`src/hw/bus_pkg.sv`:
```
package bus_pkg;

   // Width of the CPU address bus
   localparam int ADDR_BITS = 16;

   // Width of a data word, RAM and CPU alike
   localparam int DATA_BITS = 16;

   typedef logic [ADDR_BITS-1:0] addr_t;
   typedef logic [DATA_BITS-1:0] data_t;

   // System address map
   //   0000 - RAM, bottom copy
   //   fe08 - UART status (bit 1 tx_busy, bit 0 rx_valid)
   //   fe09 - UART data
   //   top  - RAM mirror where the firmware keeps its variables

   // UART occupies two words, status then data
   localparam addr_t UART_BASE = 16'hfe08;

   // First fetch address after reset
   localparam addr_t RESET_VECTOR = 16'h0000;

endpackage

```
`src/hw/cpu_pkg.sv`:
```
package cpu_pkg;

   // Instruction format
   //   word 0: opcode in bits 15:12, the rest unused
   //   word 1: operand, an immediate value or an address
   localparam int OPC_MSB = 15;
   localparam int OPC_LSB = OPC_MSB - 3;

   // Blank memory reads as HALT
   typedef enum logic [3:0] {
      HALT = 4'h0,
      LDI  = 4'h1,
      LD   = 4'h2,
      ST   = 4'h3,
      ADD  = 4'h4,
      XOR  = 4'h5,
      AND  = 4'h6,
      JZ   = 4'h7,
      JMP  = 4'h8
   } opcode_t;

   // FETCH_OP and FETCH_ARG are vpa cycles, EXEC is a vda cycle
   typedef enum logic [1:0] {
      FETCH_OP,
      FETCH_ARG,
      EXEC,
      STOP
   } cpu_state_t;

endpackage

```
`src/hw/cpu_bus_if.sv`:
```
`timescale 1ns/100ps

interface cpu_bus_if
   import bus_pkg::*;
(
   input logic clk
);

   addr_t address;
   data_t wdata;
   data_t rdata;
   logic  rnw;
   // Opcode or operand fetch
   logic  vpa;
   // Data access
   logic  vda;
   // Low stretches the current access
   logic  clken;

   modport cpu (
      input  clk,
      output address, wdata, rnw, vpa, vda,
      input  rdata, clken
   );

   modport system (
      input  clk,
      input  address, wdata, rnw, vpa, vda,
      output rdata, clken
   );

endinterface

```
`src/hw/acc_cpu.sv`:
```
`timescale 1ns/100ps

module acc_cpu
   import bus_pkg::*;
   import cpu_pkg::*;
(
   input logic     clk,
   input logic     rst_n,
   cpu_bus_if.cpu  bus
);

   cpu_state_t state;
   cpu_state_t nxt_state;
   addr_t      pc;
   addr_t      nxt_pc;
   data_t      acc;
   data_t      nxt_acc;
   opcode_t    opcode;
   opcode_t    nxt_opcode;

   // Next state, evaluated every cycle but only taken when clken is high
   always_comb
   begin
      nxt_state   = state;
      nxt_pc      = pc;
      nxt_acc     = acc;
      nxt_opcode  = opcode;

      case (state)
         FETCH_OP:
         begin
            // No fetch is on the bus yet in the first cycle after reset
            if (bus.vpa)
            begin
               nxt_opcode = opcode_t'(bus.rdata[OPC_MSB:OPC_LSB]);
               nxt_pc     = pc + 16'd1;
               if (nxt_opcode == HALT)
                  nxt_state = STOP;
               else
                  nxt_state = FETCH_ARG;
            end
         end

         FETCH_ARG:
         begin
            nxt_pc      = pc + 16'd1;
            nxt_state   = FETCH_OP;
            case (opcode)
               LDI:
                  nxt_acc = bus.rdata;
               JZ:
               begin
                  if (acc == '0)
                     nxt_pc = bus.rdata;
               end
               JMP:
                  nxt_pc = bus.rdata;
               // Memory operand, one more bus cycle
               default:
                  nxt_state = EXEC;
            endcase
         end

         EXEC:
         begin
            nxt_state = FETCH_OP;
            case (opcode)
               LD:
                  nxt_acc = bus.rdata;
               ADD:
                  nxt_acc = acc + bus.rdata;
               XOR:
                  nxt_acc = acc ^ bus.rdata;
               AND:
                  nxt_acc = acc & bus.rdata;
               // ST only drives the bus
               default:
                  nxt_acc = acc;
            endcase
         end

         // STOP holds until reset
         default:
            nxt_state = state;
      endcase
   end

   // Control state and bus strobes
   always_ff @(posedge clk)
   begin
      if (!rst_n)
      begin
         state       <= FETCH_OP;
         pc          <= RESET_VECTOR;
         bus.address <= RESET_VECTOR;
         bus.rnw     <= 1'b1;
         bus.vpa     <= 1'b0;
         bus.vda     <= 1'b0;
      end
      else if (bus.clken)
      begin
         state <= nxt_state;
         pc    <= nxt_pc;
         // Set up the access for the state being entered
         // EXEC is only entered from FETCH_ARG, whose operand word is on rdata
         if (nxt_state == EXEC)
            bus.address <= bus.rdata;
         else
            bus.address <= nxt_pc;
         bus.rnw <= !((nxt_state == EXEC) && (nxt_opcode == ST));
         bus.vpa <= (nxt_state == FETCH_OP) || (nxt_state == FETCH_ARG);
         bus.vda <= (nxt_state == EXEC);
      end
   end

   // Datapath registers
   always_ff @(posedge clk)
   begin
      if (bus.clken)
      begin
         acc       <= nxt_acc;
         opcode    <= nxt_opcode;
         bus.wdata <= nxt_acc;
      end
   end

endmodule

```
`src/flat_wrapper.sv`:
```
// flat-port wrapper written by rule: the top's interface ports become plain ports
module acc_cpu_flat import bus_pkg::*; import cpu_pkg::*;
  (clk, rst_n, bus_address, bus_wdata, bus_rnw, bus_vpa, bus_vda, bus_rdata, bus_clken);
  cpu_bus_if bus_i (.clk(clk));
  input logic clk;
  input logic rst_n;
  output wire logic [$bits(bus_i.address)-1:0] bus_address;
  output wire logic [$bits(bus_i.wdata)-1:0] bus_wdata;
  output wire logic [$bits(bus_i.rnw)-1:0] bus_rnw;
  output wire logic [$bits(bus_i.vpa)-1:0] bus_vpa;
  output wire logic [$bits(bus_i.vda)-1:0] bus_vda;
  input wire logic [$bits(bus_i.rdata)-1:0] bus_rdata;
  input wire logic [$bits(bus_i.clken)-1:0] bus_clken;
  assign bus_address = bus_i.address;
  assign bus_wdata = bus_i.wdata;
  assign bus_rnw = bus_i.rnw;
  assign bus_vpa = bus_i.vpa;
  assign bus_vda = bus_i.vda;
  assign bus_i.rdata = bus_rdata;
  assign bus_i.clken = bus_clken;
  acc_cpu u_core (.clk(clk), .rst_n(rst_n), .bus(bus_i));
endmodule
```
`config.mk`:
```
export PLATFORM = sky130hd
export DESIGN_NAME = acc_cpu_flat
export DESIGN_NICKNAME = d
export VERILOG_FILES = /design/src/hw/bus_pkg.sv /design/src/hw/cpu_pkg.sv /design/src/hw/cpu_bus_if.sv /design/src/hw/acc_cpu.sv /design/src/flat_wrapper.sv
export SDC_FILE = /design/constraint.sdc
export NUM_CORES = 1
export LEC_CHECK = 0
export BUFFER_PORTS_ARGS = -buffer_cell sky130_fd_sc_hd__buf_2
export CORE_ASPECT_RATIO = 1.1
export CORE_MARGIN = 4
export CORE_UTILIZATION = 29
export CTS_BUF_LIST = sky130_fd_sc_hd__clkbuf_4
export DETAILED_ROUTE_END_ITERATION = 7
export PLACE_DENSITY = 0.5
export SYNTH_ARGS = -nofsm -noshare
export SYNTH_HDL_FRONTEND = slang
export SYNTH_SLANG_ARGS = --single-unit
```
`constraint.sdc`:
```
create_clock -name clk -period 4.8 [get_ports clk]
set_input_delay 0.96 -clock clk [delete_from_list [all_inputs] [get_ports clk]]
set_output_delay 0.96 -clock clk [all_outputs]
set_load 0.005 [all_outputs]
```
==> flow_summary.ini <==
[flow_run]
maxCapViolations = 0

[detailed_routing]
drc = 0
routed.top_layer = met4
m1WireLength_um = 6788
first_pass_iters = 5
wl_met3_um = 684
dr_wl_met2_um = 6863
routed_wl_um = 14740
drtAntennaViolNets = 0
vias = 4544
wl_per_cell_um = 18.71
vias_per_cell = 5.766
drt-initial-drc-count = 271

[placed_design]
post_dp_cell_area_um2 = 4832
dp_hpwl_um = 10430
post-place-ws_ps = 1681
globalplace.congestion = 0.8662
port_buffers = 53

[worst_setup_path]
r2r_slack_ps = 1630
crit_fanout = 27
worstSetupStartpointType = flip-flop
worst_setup_path_end_kind = flip-flop
worstPathRequired_ps = 5100
worstPathArrival_ps = 3470
path_class = reg2reg

[timing]
rsz0062_at_grt = no
final_max_slew_viol_count = 0
worst_slack_ps = 1629
fin_tns_setup_ps = 0
worst_pin_slew_ps = 1013
fin_skew_ps = 30.42
relSlewSlack_pct = 32.45
post-route-period-util_pct = 66.07
holdWs_ps = 493.3
fmax_ghz = 0.3153
timing.final.hold_violations = 0
min_period_ps = 3171
setup-violations-final = 0

[synthesis]
syn_inst = 560
synth_most_common_cell = nand2_1
yosysWarningCount = 0
synth_common_cells = nand2_1 (57), o21ai_0 (50), a21oi_1 (47), dfxtp_1 (37), clkbuf_1 (36)
synth.distinct_cells = 71
ys_ff_latch = 57
synth_area_leaders = dfxtp_1 (17%), edfxtp_1 (13%), ha_1 (5.9%)
synth_seq_area_share_pct = 30.14
ys.flop_type = dfxtp_1
synth_top_area_share_pct = 16.64
synth_area_um2 = 4451
synthesis.nets = 601
synth-edff-count = 20
yosys.area.top_type = dfxtp_1
synthArstFlopShare_pct = 0
synth.avg_cell_area_um2 = 7.947

[clock_tree]
post-cts-setup-buffers = 0
cts_made_buffers = 9
path_clk_slew_ps = 110
cts_tree = yes
root_buffer = clkbuf_4
cts_hold_buf = 0
cts_num_sinks = 57
clock_latency_ps = 440
postCtsResizedCells = 0
cts_buffer_depth = 2
htreeDepth = 3

[layout]
syn2layout_area_growth_pct = 11.36
final_area_um2 = 4956
n_antenna_cell = 0
fin_nets = 629
drive_above_1_share_pct = 14.53

[floorplan]
start_util_pct = 29.56
coreArea_um2 = 15050
dieArea_um2 = 17400
die-width_um = 126.1
num_rows = 47
dieHeight_um = 137.9
ios = 54

[run_status]
status = finished clean

[pwr]
powerDensity_nw_per_um2 = 259.8
leakagePower_nw = 1.914
swShare_pct = 35.55
ir_drop_mv = 0.09022
p_switching_mw = 0.4577
comb_power_share_pct = 26.7
p_seq_share_pct = 45.2
p_int_mw = 0.8299
clkPwrFrac_pct = 28.0

[global_routing]
grt_pass1_vias = 4285
grt_pass1_wl_um = 23020
grt_max_degree = 36
antenna_found_initial = 0
track_usage_pct = 16.64
overflow = 0

[hold_path]
hold_path_class = reg2reg
-- worst paths after layout --
check / from / end / depth (start not counted)
worst max-delay path: u_core.opcode[1] / u_core.bus.address[12] / 6
worst min-delay path: u_core.bus.vda / u_core.bus.vda / 1
worst min register to register: u_core.bus.vda / u_core.bus.vda / 1
worst max register to register: u_core.opcode[1] / u_core.bus.address[12] / 6
-- final cells by class --
type	instances	area (um2)
Clock inverter	5	48.80
Tap cell	196	245.2
Clock buffer	10	75.07
Sequential cell	57	1341
Inverter	19	71.32
Multi-Input combinational cell	444	2879
Timing Repair Buffer	57	295.3
Fill cell	1656	10100
-- sequential cells by signal, indices dropped and copies added (netlist names) --
register and cells:
u_core.bus.rnw 1, u_core.opcode 4, u_core.bus.address 16, u_core.pc 16, u_core.bus.vpa 1, u_core.bus.wdata 16
u_core.state 2, u_core.bus.vda 1
-- kinds of logic (layout without fill, tap and decap cells) --
logic type	count (synthesis)	after routing	share of synthesized area (%)
multiplexers	16	16	3.767
AO/OA/AOI/OAI	190	190	28.20
AND/OR/NAND/NOR	201	201	23.42
buffers and inverters	59	91	5.173
XOR/XNOR	15	15	2.952
adder cells (fa/ha/maj)	22	22	6.354
flip-flops	57	57	30.14
-- through the flow --
stage	power (mW)	util (%)	std cells
5_1_grt	1.359	32.92	788
3_5_place_dp	0.9335	32.10	773
4_1_cts	1.294	32.92	788
2_1_floorplan	0.8224	-	560
6_report	1.288	32.92	788
3_3_place_gp	0.9319	32.10	773
-- worst max-delay path, cell delays in order, from the launching register on --
cell	delay, ps
edfxtp_1	990
nand3b_1	210
or4_4	600
o21a_1	390
mux2_2	360
a2111oi_0	400
nor3_1	90
-- metal layers --
metal  global-route usage [%]  up-vias
met5                        0        -
met4                    7.271        0
met3                    3.236       34
met2                    27.35      142
met1                    21.37     2172
li1                         -     2196
-- power groups by stage --
stage	clock [mW]	sequential, mW	combinational [mW]
after global placement	0	0.592	0.340
final	0.361	0.582	0.344
after CTS	0.369	0.581	0.344
after floorplan	0	0.570	0.252
after detailed placement	0	0.592	0.341
after global routing	0.387	0.589	0.383
-- cells in the final DEF, fill, tap and decap left out, drive strengths merged, types with 4 or more instances in the layout --
cell type,netlist,layout
and2,4,4
o21ai,51,51
inv,18,18
buf,4,57
nor2,34,34
nand3b,7,7
a21o,7,7
nand2,57,57
a21oi,47,47
dfxtp,37,37
o221ai,4,4
a2111oi,6,6
xnor2,11,11
a22o,4,4
clkinv,1,5
a31oi,8,8
o22ai,8,8
a221oi,4,4
nand2b,5,5
clkbuf,36,10
mux2i,13,13
nor3,19,19
or4,5,5
nor4,16,16
xor2,4,4
o31ai,5,5
ha,21,21
and3,15,15
nand3,14,14
nand4,6,6
o21a,4,4
a22oi,5,5
a211oi,9,9
edfxtp,20,20
(Power assumes the default switching activity.)
