[src/hw/bus_pkg.sv]
package bus_pkg;

   // Width of the CPU address bus
   localparam int ADDR_BITS = 16;

   // Width of a data word, RAM and CPU alike
   localparam int DATA_BITS = 16;

   typedef logic [ADDR_BITS-1:0] addr_t;
   typedef logic [DATA_BITS-1:0] data_t;

   // System address map
   //   0000 - RAM, bottom copy
   //   fe08 - UART status (bit 1 tx_busy, bit 0 rx_valid)
   //   fe09 - UART data
   //   top  - RAM mirror where the firmware keeps its variables

   // UART occupies two words, status then data
   localparam addr_t UART_BASE = 16'hfe08;

   // First fetch address after reset
   localparam addr_t RESET_VECTOR = 16'h0000;

endpackage

[src/hw/uart.sv]
`timescale 1ns/100ps

module uart
   import bus_pkg::*;
#(
   parameter int CLKS_PER_BIT = 16
)
(
   input  logic  clk,
   input  logic  rst_n,
   input  logic  reg_sel,
   input  data_t wdata,
   input  logic  cs,
   input  logic  we,
   input  logic  rd_strobe,
   output data_t rdata,
   input  logic  rxd,
   output logic  txd
);

   localparam int CNT_BITS = $clog2(CLKS_PER_BIT + 1);
   localparam logic [CNT_BITS-1:0] BIT_LAST  = CNT_BITS'(CLKS_PER_BIT - 1);
   localparam logic [CNT_BITS-1:0] HALF_LAST = CNT_BITS'(CLKS_PER_BIT / 2 - 1);

   logic                rx_meta;
   logic                rx_sync;
   logic                rx_busy;
   logic [CNT_BITS-1:0] rx_cnt;
   logic [3:0]          rx_bit;
   logic [7:0]          rx_shift;
   logic [7:0]          rx_data;
   logic                rx_valid;
   logic                tx_busy;
   logic [CNT_BITS-1:0] tx_cnt;
   logic [3:0]          tx_bit;
   logic [9:0]          tx_shift;
   logic                data_rd;
   logic                data_wr;

   assign data_rd = cs && rd_strobe && reg_sel;
   assign data_wr = we && reg_sel;

   always_ff @(posedge clk)
   begin
      if (!rst_n)
      begin
         rx_meta <= 1'b1;
         rx_sync <= 1'b1;
      end
      else
      begin
         rx_meta <= rxd;
         rx_sync <= rx_meta;
      end
   end

   // Receiver, rx_bit 0 is the start bit and 9 the stop bit
   always_ff @(posedge clk)
   begin
      if (!rst_n)
      begin
         rx_busy  <= 1'b0;
         rx_valid <= 1'b0;
         rx_cnt   <= '0;
         rx_bit   <= '0;
      end
      else
      begin
         if (data_rd)
            rx_valid <= 1'b0;
         if (!rx_busy)
         begin
            // Count half a bit to land in the middle of the start bit
            rx_cnt <= HALF_LAST;
            rx_bit <= '0;
            if (!rx_sync)
               rx_busy <= 1'b1;
         end
         else if (rx_cnt == '0)
         begin
            rx_cnt <= BIT_LAST;
            rx_bit <= rx_bit + 4'd1;
            // Start bit gone high again is a glitch
            if ((rx_bit == 4'd0) && rx_sync)
               rx_busy <= 1'b0;
            if (rx_bit == 4'd9)
            begin
               rx_busy <= 1'b0;
               if (rx_sync)
                  rx_valid <= 1'b1;
            end
         end
         else
            rx_cnt <= rx_cnt - 1'b1;
      end
   end

   // LSB first, so shift in from the top
   always_ff @(posedge clk)
   begin
      if (rx_busy && (rx_cnt == '0))
      begin
         if ((rx_bit != 4'd0) && (rx_bit != 4'd9))
            rx_shift <= {rx_sync, rx_shift[7:1]};
         if ((rx_bit == 4'd9) && rx_sync)
            rx_data <= rx_shift;
      end
   end

   // Transmitter
   always_ff @(posedge clk)
   begin
      if (!rst_n)
      begin
         tx_busy <= 1'b0;
         tx_cnt  <= '0;
         tx_bit  <= '0;
      end
      else if (!tx_busy)
      begin
         if (data_wr)
         begin
            tx_busy <= 1'b1;
            tx_cnt  <= BIT_LAST;
            tx_bit  <= '0;
         end
      end
      else if (tx_cnt == '0)
      begin
         tx_cnt <= BIT_LAST;
         if (tx_bit == 4'd9)
            tx_busy <= 1'b0;
         else
            tx_bit <= tx_bit + 4'd1;
      end
      else
         tx_cnt <= tx_cnt - 1'b1;
   end

   // Stop, data and start bit, start bit goes out first
   always_ff @(posedge clk)
   begin
      if (!tx_busy && data_wr)
         tx_shift <= {1'b1, wdata[7:0], 1'b0};
      else if (tx_busy && (tx_cnt == '0))
         tx_shift <= {1'b1, tx_shift[9:1]};
   end

   assign txd = tx_busy ? tx_shift[0] : 1'b1;

   assign rdata = reg_sel ? {{(DATA_BITS - 8){1'b0}}, rx_data}
                          : {{(DATA_BITS - 2){1'b0}}, tx_busy, rx_valid};

endmodule

[config.mk]
export PLATFORM = sky130hd
export DESIGN_NAME = uart
export DESIGN_NICKNAME = d
export VERILOG_FILES = /design/src/hw/bus_pkg.sv /design/src/hw/uart.sv
export SDC_FILE = /design/constraint.sdc
export NUM_CORES = 1
export LEC_CHECK = 0
export BUFFER_PORTS_ARGS = -buffer_cell sky130_fd_sc_hd__buf_4
export CORE_ASPECT_RATIO = 0.6
export CORE_MARGIN = 2
export CORE_UTILIZATION = 43
export DETAILED_ROUTE_END_ITERATION = 8
export PLACE_DENSITY_LB_ADDON = 0.25
export SYNTH_ARGS = -nofsm -noshare
export SYNTH_HDL_FRONTEND = slang
export SYNTH_SLANG_ARGS = --single-unit
[constraint.sdc]
create_clock -name clk -period 2.7 [get_ports clk]
set_input_delay 0.405 -clock clk [delete_from_list [all_inputs] [get_ports clk]]
set_output_delay 0.405 -clock clk [all_outputs]
set_load 0.05 [all_outputs]
==> results.yml, run 1 <==
outcome:
  outcome: "finished clean"
placed_design:
  dp_hpwl_mm: 2.59
  dpl-instance-area_mm2: 0.00227
  dp.cells: 259
  place.port_buffers: 23
  gp_congestion: 0.721
clocking:
  cts-root-buf: "clkbuf_8"
  clkLatencyLatePin_ps: 300
  cts_buffers: 5
  cts_tree: "done"
  clkSinkCount: 48
  holdBufCountCts: 0
  clk_pin_slew_worst_paths_ps: 90
  clk_path_buf_depth: 2
  cts_resized: 0
  htree_levels: 2
  cts_setup_buffers: 0
routing:
  drc: 0
  drtPass1Iterations: 4
  ant_nets: 0
  via_count: 1361
  drt_iter0_markers: 91
  wl_per_cell_um: 13.5
  via_per_inst: 5.10
  routed_wirelength_mm: 3.60
power_and_ir_drop:
  p_clk_share_pct: 31.3
  ir_drop_mv: 0.276
  power.share.sequential_pct: 57.7
  power.switching_mw: 0.367
  swShare_pct: 26.3
  p_leak_nw: 0.892
  comb_power_share_pct: 10.9
  powerDensity_mw_per_mm2: 592
  p_int_mw: 1.03
yosys:
  synth_fa_ha_area_share_pct: 4.23
  netlist.area_leader.share_pct: 34.8
  synth_ff_type: "edfxtp_1"
  ys_seq_area_share_pct: 58.1
  synth_top_area_cell: "edfxtp_1"
  async_flop_share_pct: 0
  synth_mux_area_share_pct: 2.06
  synth-compound-area-share_pct: 11.3
  synth_cell_types: 41
  synth_area_per_cell_um2: 11.6
  synth-simple-area-share_pct: 16.1
  synthTopCellsByArea: "edfxtp_1, dfxtp_1, ha_1"
  syn_area_mm2: 0.00207
  syn_inst: 179
  ys_warn_count: 0
  synth-seq-cells: 48
  synth_edf_count: 24
  synth_top_family_by_area: "simple AND/OR/NAND/NOR gates"
  synth_xor_area_share_pct: 1.69
die:
  ios: 40
  die_h_um: 57.7
  num_rows: 19
  dieArea_mm2: 0.00540
  coreArea_mm2: 0.00459
  start_util_pct: 45.1
  die_w_um: 93.5
setup_path:
  r2r.worst_path.cells: 5
  worstPathCellList: "inv_1, ha_1, or4b_1, nor4_2, and2_1"
  worst_path_max_delay_cell: "or4b_1"
  cp_data_required_time_ps: 2660
  crit_path_max_fanout: 10
  cp-end-kind: "flip-flop"
  critPathArrivalTime_ps: 2280
  timing.rr.end: "rx_data[1]$_DFFE_PP_"
  start_kind: "flip-flop"
  max_stage_delay_ps: 640
  r2r_slack_ps: 380
  crit_type: "flip-flop to flip-flop"
  rr_startpoint: "rx_cnt[0]$_SDFF_PN0_"
cells_and_area:
  multi_input_area_um2: 762
  finalNonFillerCells: 267
  layout-drive-gt1-share_pct: 19.1
  area_growth_pct: 14.0
  final.fill_count: 417
  fin_nets: 233
  n_antenna_cell: 0
  seq_area_mm2: 0.00120
  fin_area_mm2: 0.00236
global_route:
  grt_max_degree: 17
  grt_usage_pct: 14.1
  grt_pass1_vias: 1287
  antenna_found_initial: 0
  grt.overflow.total: 0
  grt_pass1_wl_mm: 5.87
timing:
  hold_viol: 0
  min_period_ps: 2320
  fin_skew_ps: 4.95
  fin_crit_sh_pct: 85.8
  fmax_ghz: 0.431
  max-slew-margin-rel_pct: 51.4
  setup_viol: 0
  report.final.slew_viol_count: 0
  rsz0062_at_grt: "no"
  tns_ps: 0
  worst_pin_slew_ps: 726
min_path:
  holdCritStartpoint: "rxd"
  min_to: "rx_meta$_SDFF_PN1_"
  min_path_cells: 2
  worstHoldPathType: "input port to flip-flop"
job:
  cap_violations: 0
[cell families after synthesis]
group,count (synthesis)
AOI/OAI and AO/OA,36
xor gates and xnor gates,4
adders and majority gates,7
buffers and inverters,25
DFF,48
muxes,4
other,1
and+or+nand+nor,54
[cell usage after synthesis, types with 4 or more instances]
master    number
a22o_1         7
and2_1         7
dfxtp_1       24
nor2_1         5
edfxtp_1      24
nand2b_1       4
ha_1           7
inv_1          9
nor3_1         5
clkbuf_1       6
nand2_1        8
o21ai_0        8
buf_4          8
nand3_1        5
a21oi_1       10
[sequential cells by signal, summed over array words and instances, names as in the netlist, 4 cells and up]
| name | cells |
|---|---|
| rx_data | 8 |
| tx_cnt | 5 |
| rx_shift | 8 |
| rx_cnt | 5 |
| rx_bit | 4 |
| tx_bit | 4 |
| tx_shift | 9 |
[through the flow]
stage	utilization, %	total power [mW]	setup WS, ps	hold slack (ps)
after floorplan	-	0.939	595	386
after global placement	49.4	0.967	505	390
after detailed placement	49.4	0.974	377	395
after CTS	51.4	1.41	353	300
after global routing	51.4	1.45	276	301
final	51.4	1.40	382	308
[power by group through the flow]
stage | registers, mW | clock network [mW] | logic, mW
after floorplan | 0.816 | 0 | 0.123
after global placement | 0.820 | 0 | 0.147
after detailed placement | 0.822 | 0 | 0.153
after CTS | 0.805 | 0.447 | 0.153
after global routing | 0.809 | 0.474 | 0.165
final | 0.806 | 0.437 | 0.152
[cell type report]
cell class / count / area share (%)
timing repair buffer: 25 / 7.96
clock buffer: 5 / 2.92
clock inverter: 3 / 0.955
sequential: 48 / 50.9
inverter: 10 / 1.59
multi-input combinational: 113 / 32.3
tap: 63 / 3.34
[cells in the final DEF, fill, tap and decap left out, drive strengths merged, types with 4 or more instances in the layout]
cell / count
clkbuf: 5
nand3: 5
nor2: 5
inv: 10
nand2: 8
nor3: 5
conb: 8
a21oi: 10
nand2b: 4
ha: 7
o21ai: 8
a22o: 7
dfxtp: 24
and2: 7
buf: 25
edfxtp: 24
[worst max path at each step]
stage                               startpoint  cells past startpoint                     to
after detailed placement  rx_cnt[0]$_SDFF_PN0_                      5   rx_data[3]$_DFFE_PP_
final                     rx_cnt[0]$_SDFF_PN0_                      5   rx_data[1]$_DFFE_PP_
after CTS                 rx_cnt[0]$_SDFF_PN0_                      5   rx_data[1]$_DFFE_PP_
after floorplan           rx_cnt[0]$_SDFF_PN0_                      5  rx_shift[0]$_DFFE_PP_
after global placement    rx_cnt[0]$_SDFF_PN0_                      5   rx_data[4]$_DFFE_PP_
after global routing      rx_cnt[0]$_SDFF_PN0_                      5   rx_data[1]$_DFFE_PP_
[layer usage]
metal | GRT usage [%] | routed length [µm] | vias up
met5 | 0 | 0 | -
met4 | 4.76 | 26 | 0
met3 | 4.16 | 212 | 2
met2 | 22.2 | 1590 | 38
met1 | 19.0 | 1780 | 641
li1 | - | - | 680
[critical path: cells and delay by family, from the launching register on]
kind / cells / cell delay (ps)
DFF: 1 / 330
buffers and inverters: 1 / 60
and+or+nand+nor: 3 / 1390
adders and majority gates: 1 / 190
Power figures use the tool's default switching activity.
==> run 2: changes to the inputs <==
CORE_MARGIN = 8   (was 2)
CORE_UTILIZATION = 45   (was 43)
==> results.yml, run 2 (synthesized netlist as in run 1, its figures left out) <==
die:
  die_h_um: 68.5
  num_rows: 19
  ios: 40
  start_util_pct: 46.0
  coreArea_mm2: 0.00449
  dieArea_mm2: 0.00709
  die_w_um: 104
global_route:
  grt_pass1_vias: 1397
  grt_max_degree: 16
  grt_usage_pct: 11.2
  grt_pass1_wl_mm: 6.30
  antenna_found_initial: 0
  grt.overflow.total: 0
setup_path:
  r2r_slack_ps: 400
  crit_type: "flip-flop to flip-flop"
  crit_path_max_fanout: 10
  cp_data_required_time_ps: 2660
  start_kind: "flip-flop"
  critPathArrivalTime_ps: 2260
  cp-end-kind: "flip-flop"
clocking:
  clk_pin_slew_worst_paths_ps: 90
  cts-root-buf: "clkbuf_8"
  cts_resized: 0
  cts_buffers: 5
  clk_path_buf_depth: 2
  htree_levels: 2
  cts_tree: "done"
  holdBufCountCts: 0
  clkLatencyLatePin_ps: 300
  clkSinkCount: 48
  cts_setup_buffers: 0
timing:
  fin_crit_sh_pct: 85.1
  setup_viol: 0
  rsz0062_at_grt: "no"
  tns_ps: 0
  max-slew-margin-rel_pct: 49.5
  min_period_ps: 2300
  fmax_ghz: 0.435
  report.final.slew_viol_count: 0
  worst_pin_slew_ps: 754
  hold_viol: 0
  fin_skew_ps: 3.23
cells_and_area:
  final_util_pct: 52.4
  final.fill_count: 377
  largest_register_ffs: 9
  seq_area_mm2: 0.00120
  area_growth_pct: 13.9
  multi_input_area_um2: 762
  final_cell_mix: "buf_4, dfxtp_1, edfxtp_1"
  fin_area_mm2: 0.00235
  n_antenna_cell: 0
  top_register: "tx_shift"
  fin_nets: 233
  largestRegisters: "tx_shift x9, rx_data x8, rx_shift x8"
  final_common_cell: "buf_4"
  layout-drive-gt1-share_pct: 18.6
power_and_ir_drop:
  power.share.sequential_pct: 58.6
  p_int_mw: 1.02
  power.switching_mw: 0.352
  powerDensity_mw_per_mm2: 584
  p_leak_nw: 0.881
  ir_drop_mv: 0.263
  swShare_pct: 25.6
  power_mw: 1.37
  p_clk_share_pct: 30.2
  comb_power_share_pct: 11.1
routing:
  via_per_inst: 5.27
  drc: 0
  wl_per_cell_um: 14.2
  via_count: 1406
  drtPass1Iterations: 4
  routed_wirelength_mm: 3.79
  ant_nets: 0
  drt_iter0_markers: 69
job:
  cap_violations: 0
min_path:
  worstHoldPathType: "input port to flip-flop"
outcome:
  outcome: "finished clean"
placed_design:
  place.port_buffers: 23
  gp_congestion: 0.811
  dpl-instance-area_mm2: 0.00227
  dp_hpwl_mm: 2.78
-- run 2: cell types whose count changed in the layout (fill, tap and decap cells not counted), sizes merged --
cell,before,now
inv,10,9
clkinv,3,2
clkinvlp,0,2
-- run 2: final cells by class --
class	instances	share of cell area [%]
clock inverter	3	0.797
timing repair buffer	25	7.97
clock buffer	5	2.92
tap	63	3.35
inverter	10	1.59
sequential	48	51.0
multi-input combinational	113	32.4
-- run 2: worst paths after layout --
kind                         from                   end  cells after the start
max reg2reg  rx_cnt[0]$_SDFF_PN0_  rx_data[2]$_DFFE_PP_                      5
min reg2reg    rx_meta$_SDFF_PN1_    rx_sync$_SDFF_PN1_                      1
max          rx_cnt[0]$_SDFF_PN0_  rx_data[2]$_DFFE_PP_                      5
min                           rxd    rx_meta$_SDFF_PN1_                      2
-- run 2: per-layer routing --
metal	vias to the layer above	global-route usage, %	share of wire, %
li1	682	-	-
met1	672	13.2	47
met2	45	18.2	45
met3	7	3.43	5.9
met4	0	6.53	1.7
met5	-	0	0
-- run 2: stage by stage --
stage,std cells,setup slack [ps],hold WS [ps]
after floorplan,186,595,386
after global placement,259,525,394
after detailed placement,259,411,393
after CTS,267,386,282
after global routing,267,274,285
final,267,402,286
-- run 2: power groups by stage --
stage / logic, mW / registers, mW / clock network, mW
after detailed placement: 0.152 / 0.823 / 0
after floorplan: 0.123 / 0.816 / 0
final: 0.153 / 0.806 / 0.416
after CTS: 0.153 / 0.806 / 0.431
after global routing: 0.167 / 0.809 / 0.455
after global placement: 0.147 / 0.820 / 0
-- run 2: worst max-delay path, stage by stage, from the launching register on --
cell and delay [ps]:
dfxtp_1 330, inv_1 50, ha_1 190, or4b_1 640, nor4_2 290, and2_1 450
==> run 3: changes to the inputs <==
REMOVE_ABC_BUFFERS = 1   (was unset)
clock period = 2.6 ns   (was 2.7 ns; I/O delays follow)
==> results.yml, run 3 (synthesized netlist as in run 1, its figures left out) <==
outcome:
  outcome: "finished clean"
power_and_ir_drop:
  ir_drop_mv: 0.209
  p_leak_nw: 0.887
  comb_power_share_pct: 11.5
  p_clk_share_pct: 29.2
  swShare_pct: 24.5
  powerDensity_mw_per_mm2: 599
  power.share.sequential_pct: 59.3
  p_int_mw: 1.06
  power.switching_mw: 0.346
  power_mw: 1.41
global_route:
  grt.overflow.total: 0
  antenna_found_initial: 0
  grt_pass1_vias: 1337
  grt_max_degree: 15
  grt_usage_pct: 11.3
  grt_pass1_wl_mm: 6.42
die:
  die_w_um: 104
  dieArea_mm2: 0.00709
  start_util_pct: 46.0
  die_h_um: 68.5
  ios: 40
  num_rows: 19
  coreArea_mm2: 0.00449
clocking:
  cts_resized: 0
  cts-root-buf: "clkbuf_8"
  clk_pin_slew_worst_paths_ps: 80
  holdBufCountCts: 0
  cts_setup_buffers: 0
  clk_path_buf_depth: 2
  cts_buffers: 5
  cts_tree: "done"
  clkSinkCount: 48
  clkLatencyLatePin_ps: 290
  htree_levels: 2
routing:
  via_per_inst: 5.21
  drc: 0
  routed_wirelength_mm: 3.94
  via_count: 1397
  drt_iter0_markers: 53
  ant_nets: 0
  wl_per_cell_um: 14.7
  drtPass1Iterations: 4
setup_path:
  worst_path_max_delay_cell: "or4b_1"
  cp_data_required_time_ps: 2550
  max_stage_delay_ps: 500
  worstPathBufferInverterCount: 1
  cp-end-kind: "flip-flop"
  start_kind: "flip-flop"
  crit_type: "flip-flop to flip-flop"
  crit_path_max_fanout: 8
  worstPathCellList: "inv_1, ha_1, or4b_1, nor4_2, and2_1"
  crit_family: "simple AND/OR/NAND/NOR gates"
  critPathArrivalTime_ps: 2080
job:
  cap_violations: 0
cells_and_area:
  top_register: "tx_shift"
  fin_nets: 234
  largestRegisters: "tx_shift x9, rx_data x8, rx_shift x8"
  largest_register_ffs: 9
  layout-drive-gt1-share_pct: 18.0
  area_growth_pct: 13.9
  final_common_cell: "buf_4"
  final_cell_mix: "buf_4, dfxtp_1, edfxtp_1"
  n_antenna_cell: 0
timing:
  fin_skew_ps: 5.66
  rsz0062_at_grt: "no"
  max-slew-margin-rel_pct: 51.3
  report.final.slew_viol_count: 0
  fin_crit_sh_pct: 81.7
  worst_pin_slew_ps: 728
  min_period_ps: 2120
  tns_ps: 0
  setup_viol: 0
  hold_viol: 0
  fmax_ghz: 0.471
placed_design:
  dp_hpwl_mm: 2.88
  gp_congestion: 0.812
  place.port_buffers: 23
min_path:
  worstHoldPathType: "input port to flip-flop"
run 3: stage by stage:
stage | hold slack, ps | utilization, % | area (µm²) | setup slack [ps] | cells
after floorplan | 386 | - | 2000 | 448 | 171
after global placement | 393 | 50.6 | 2270 | 586 | 260
after detailed placement | 407 | 50.6 | 2270 | 467 | 260
after CTS | 286 | 52.4 | 2350 | 458 | 268
after global routing | 294 | 52.4 | 2350 | 326 | 268
final | 295 | 52.4 | 2350 | 475 | 268
run 3: cell type report:
type	instances	area (µm²)
clock buffer	7	76.3
clock inverter	1	3.75
fill	384	2140
inverter	10	37.5
multi-input combinational	113	762
sequential	48	1200
tap	63	78.8
timing repair buffer	26	195
run 3: worst paths after layout:
path | startpoint | end | slack, ps | depth (start not counted)
setup / recovery | rx_cnt[0]$_SDFF_PN0_ | rx_data[5]$_DFFE_PP_ | 480 | 5
hold / removal | rxd | rx_meta$_SDFF_PN1_ | 290 | 2
setup reg to reg | rx_cnt[0]$_SDFF_PN0_ | rx_data[5]$_DFFE_PP_ | 480 | 5
hold reg to reg | rx_meta$_SDFF_PN1_ | rx_sync$_SDFF_PN1_ | 410 | 1
run 3: metal layers:
metal | GRT usage, % | vias to the layer above | routed length (µm)
met3 | 3.53 | 4 | 145
met4 | 4.17 | 0 | 22
met2 | 19.2 | 27 | 2010
met5 | 0 | - | 0
met1 | 13.7 | 685 | 1770
li1 | - | 681 | -
run 3: power groups by stage:
stage               Combinational (mW)  Sequential [mW]  Clock, mW
detailed placement               0.161            0.853          0
floorplan                        0.110            0.848          0
global route                     0.175            0.839      0.462
finish                           0.162            0.836      0.412
CTS                              0.162            0.836      0.427
global placement                 0.153            0.852          0
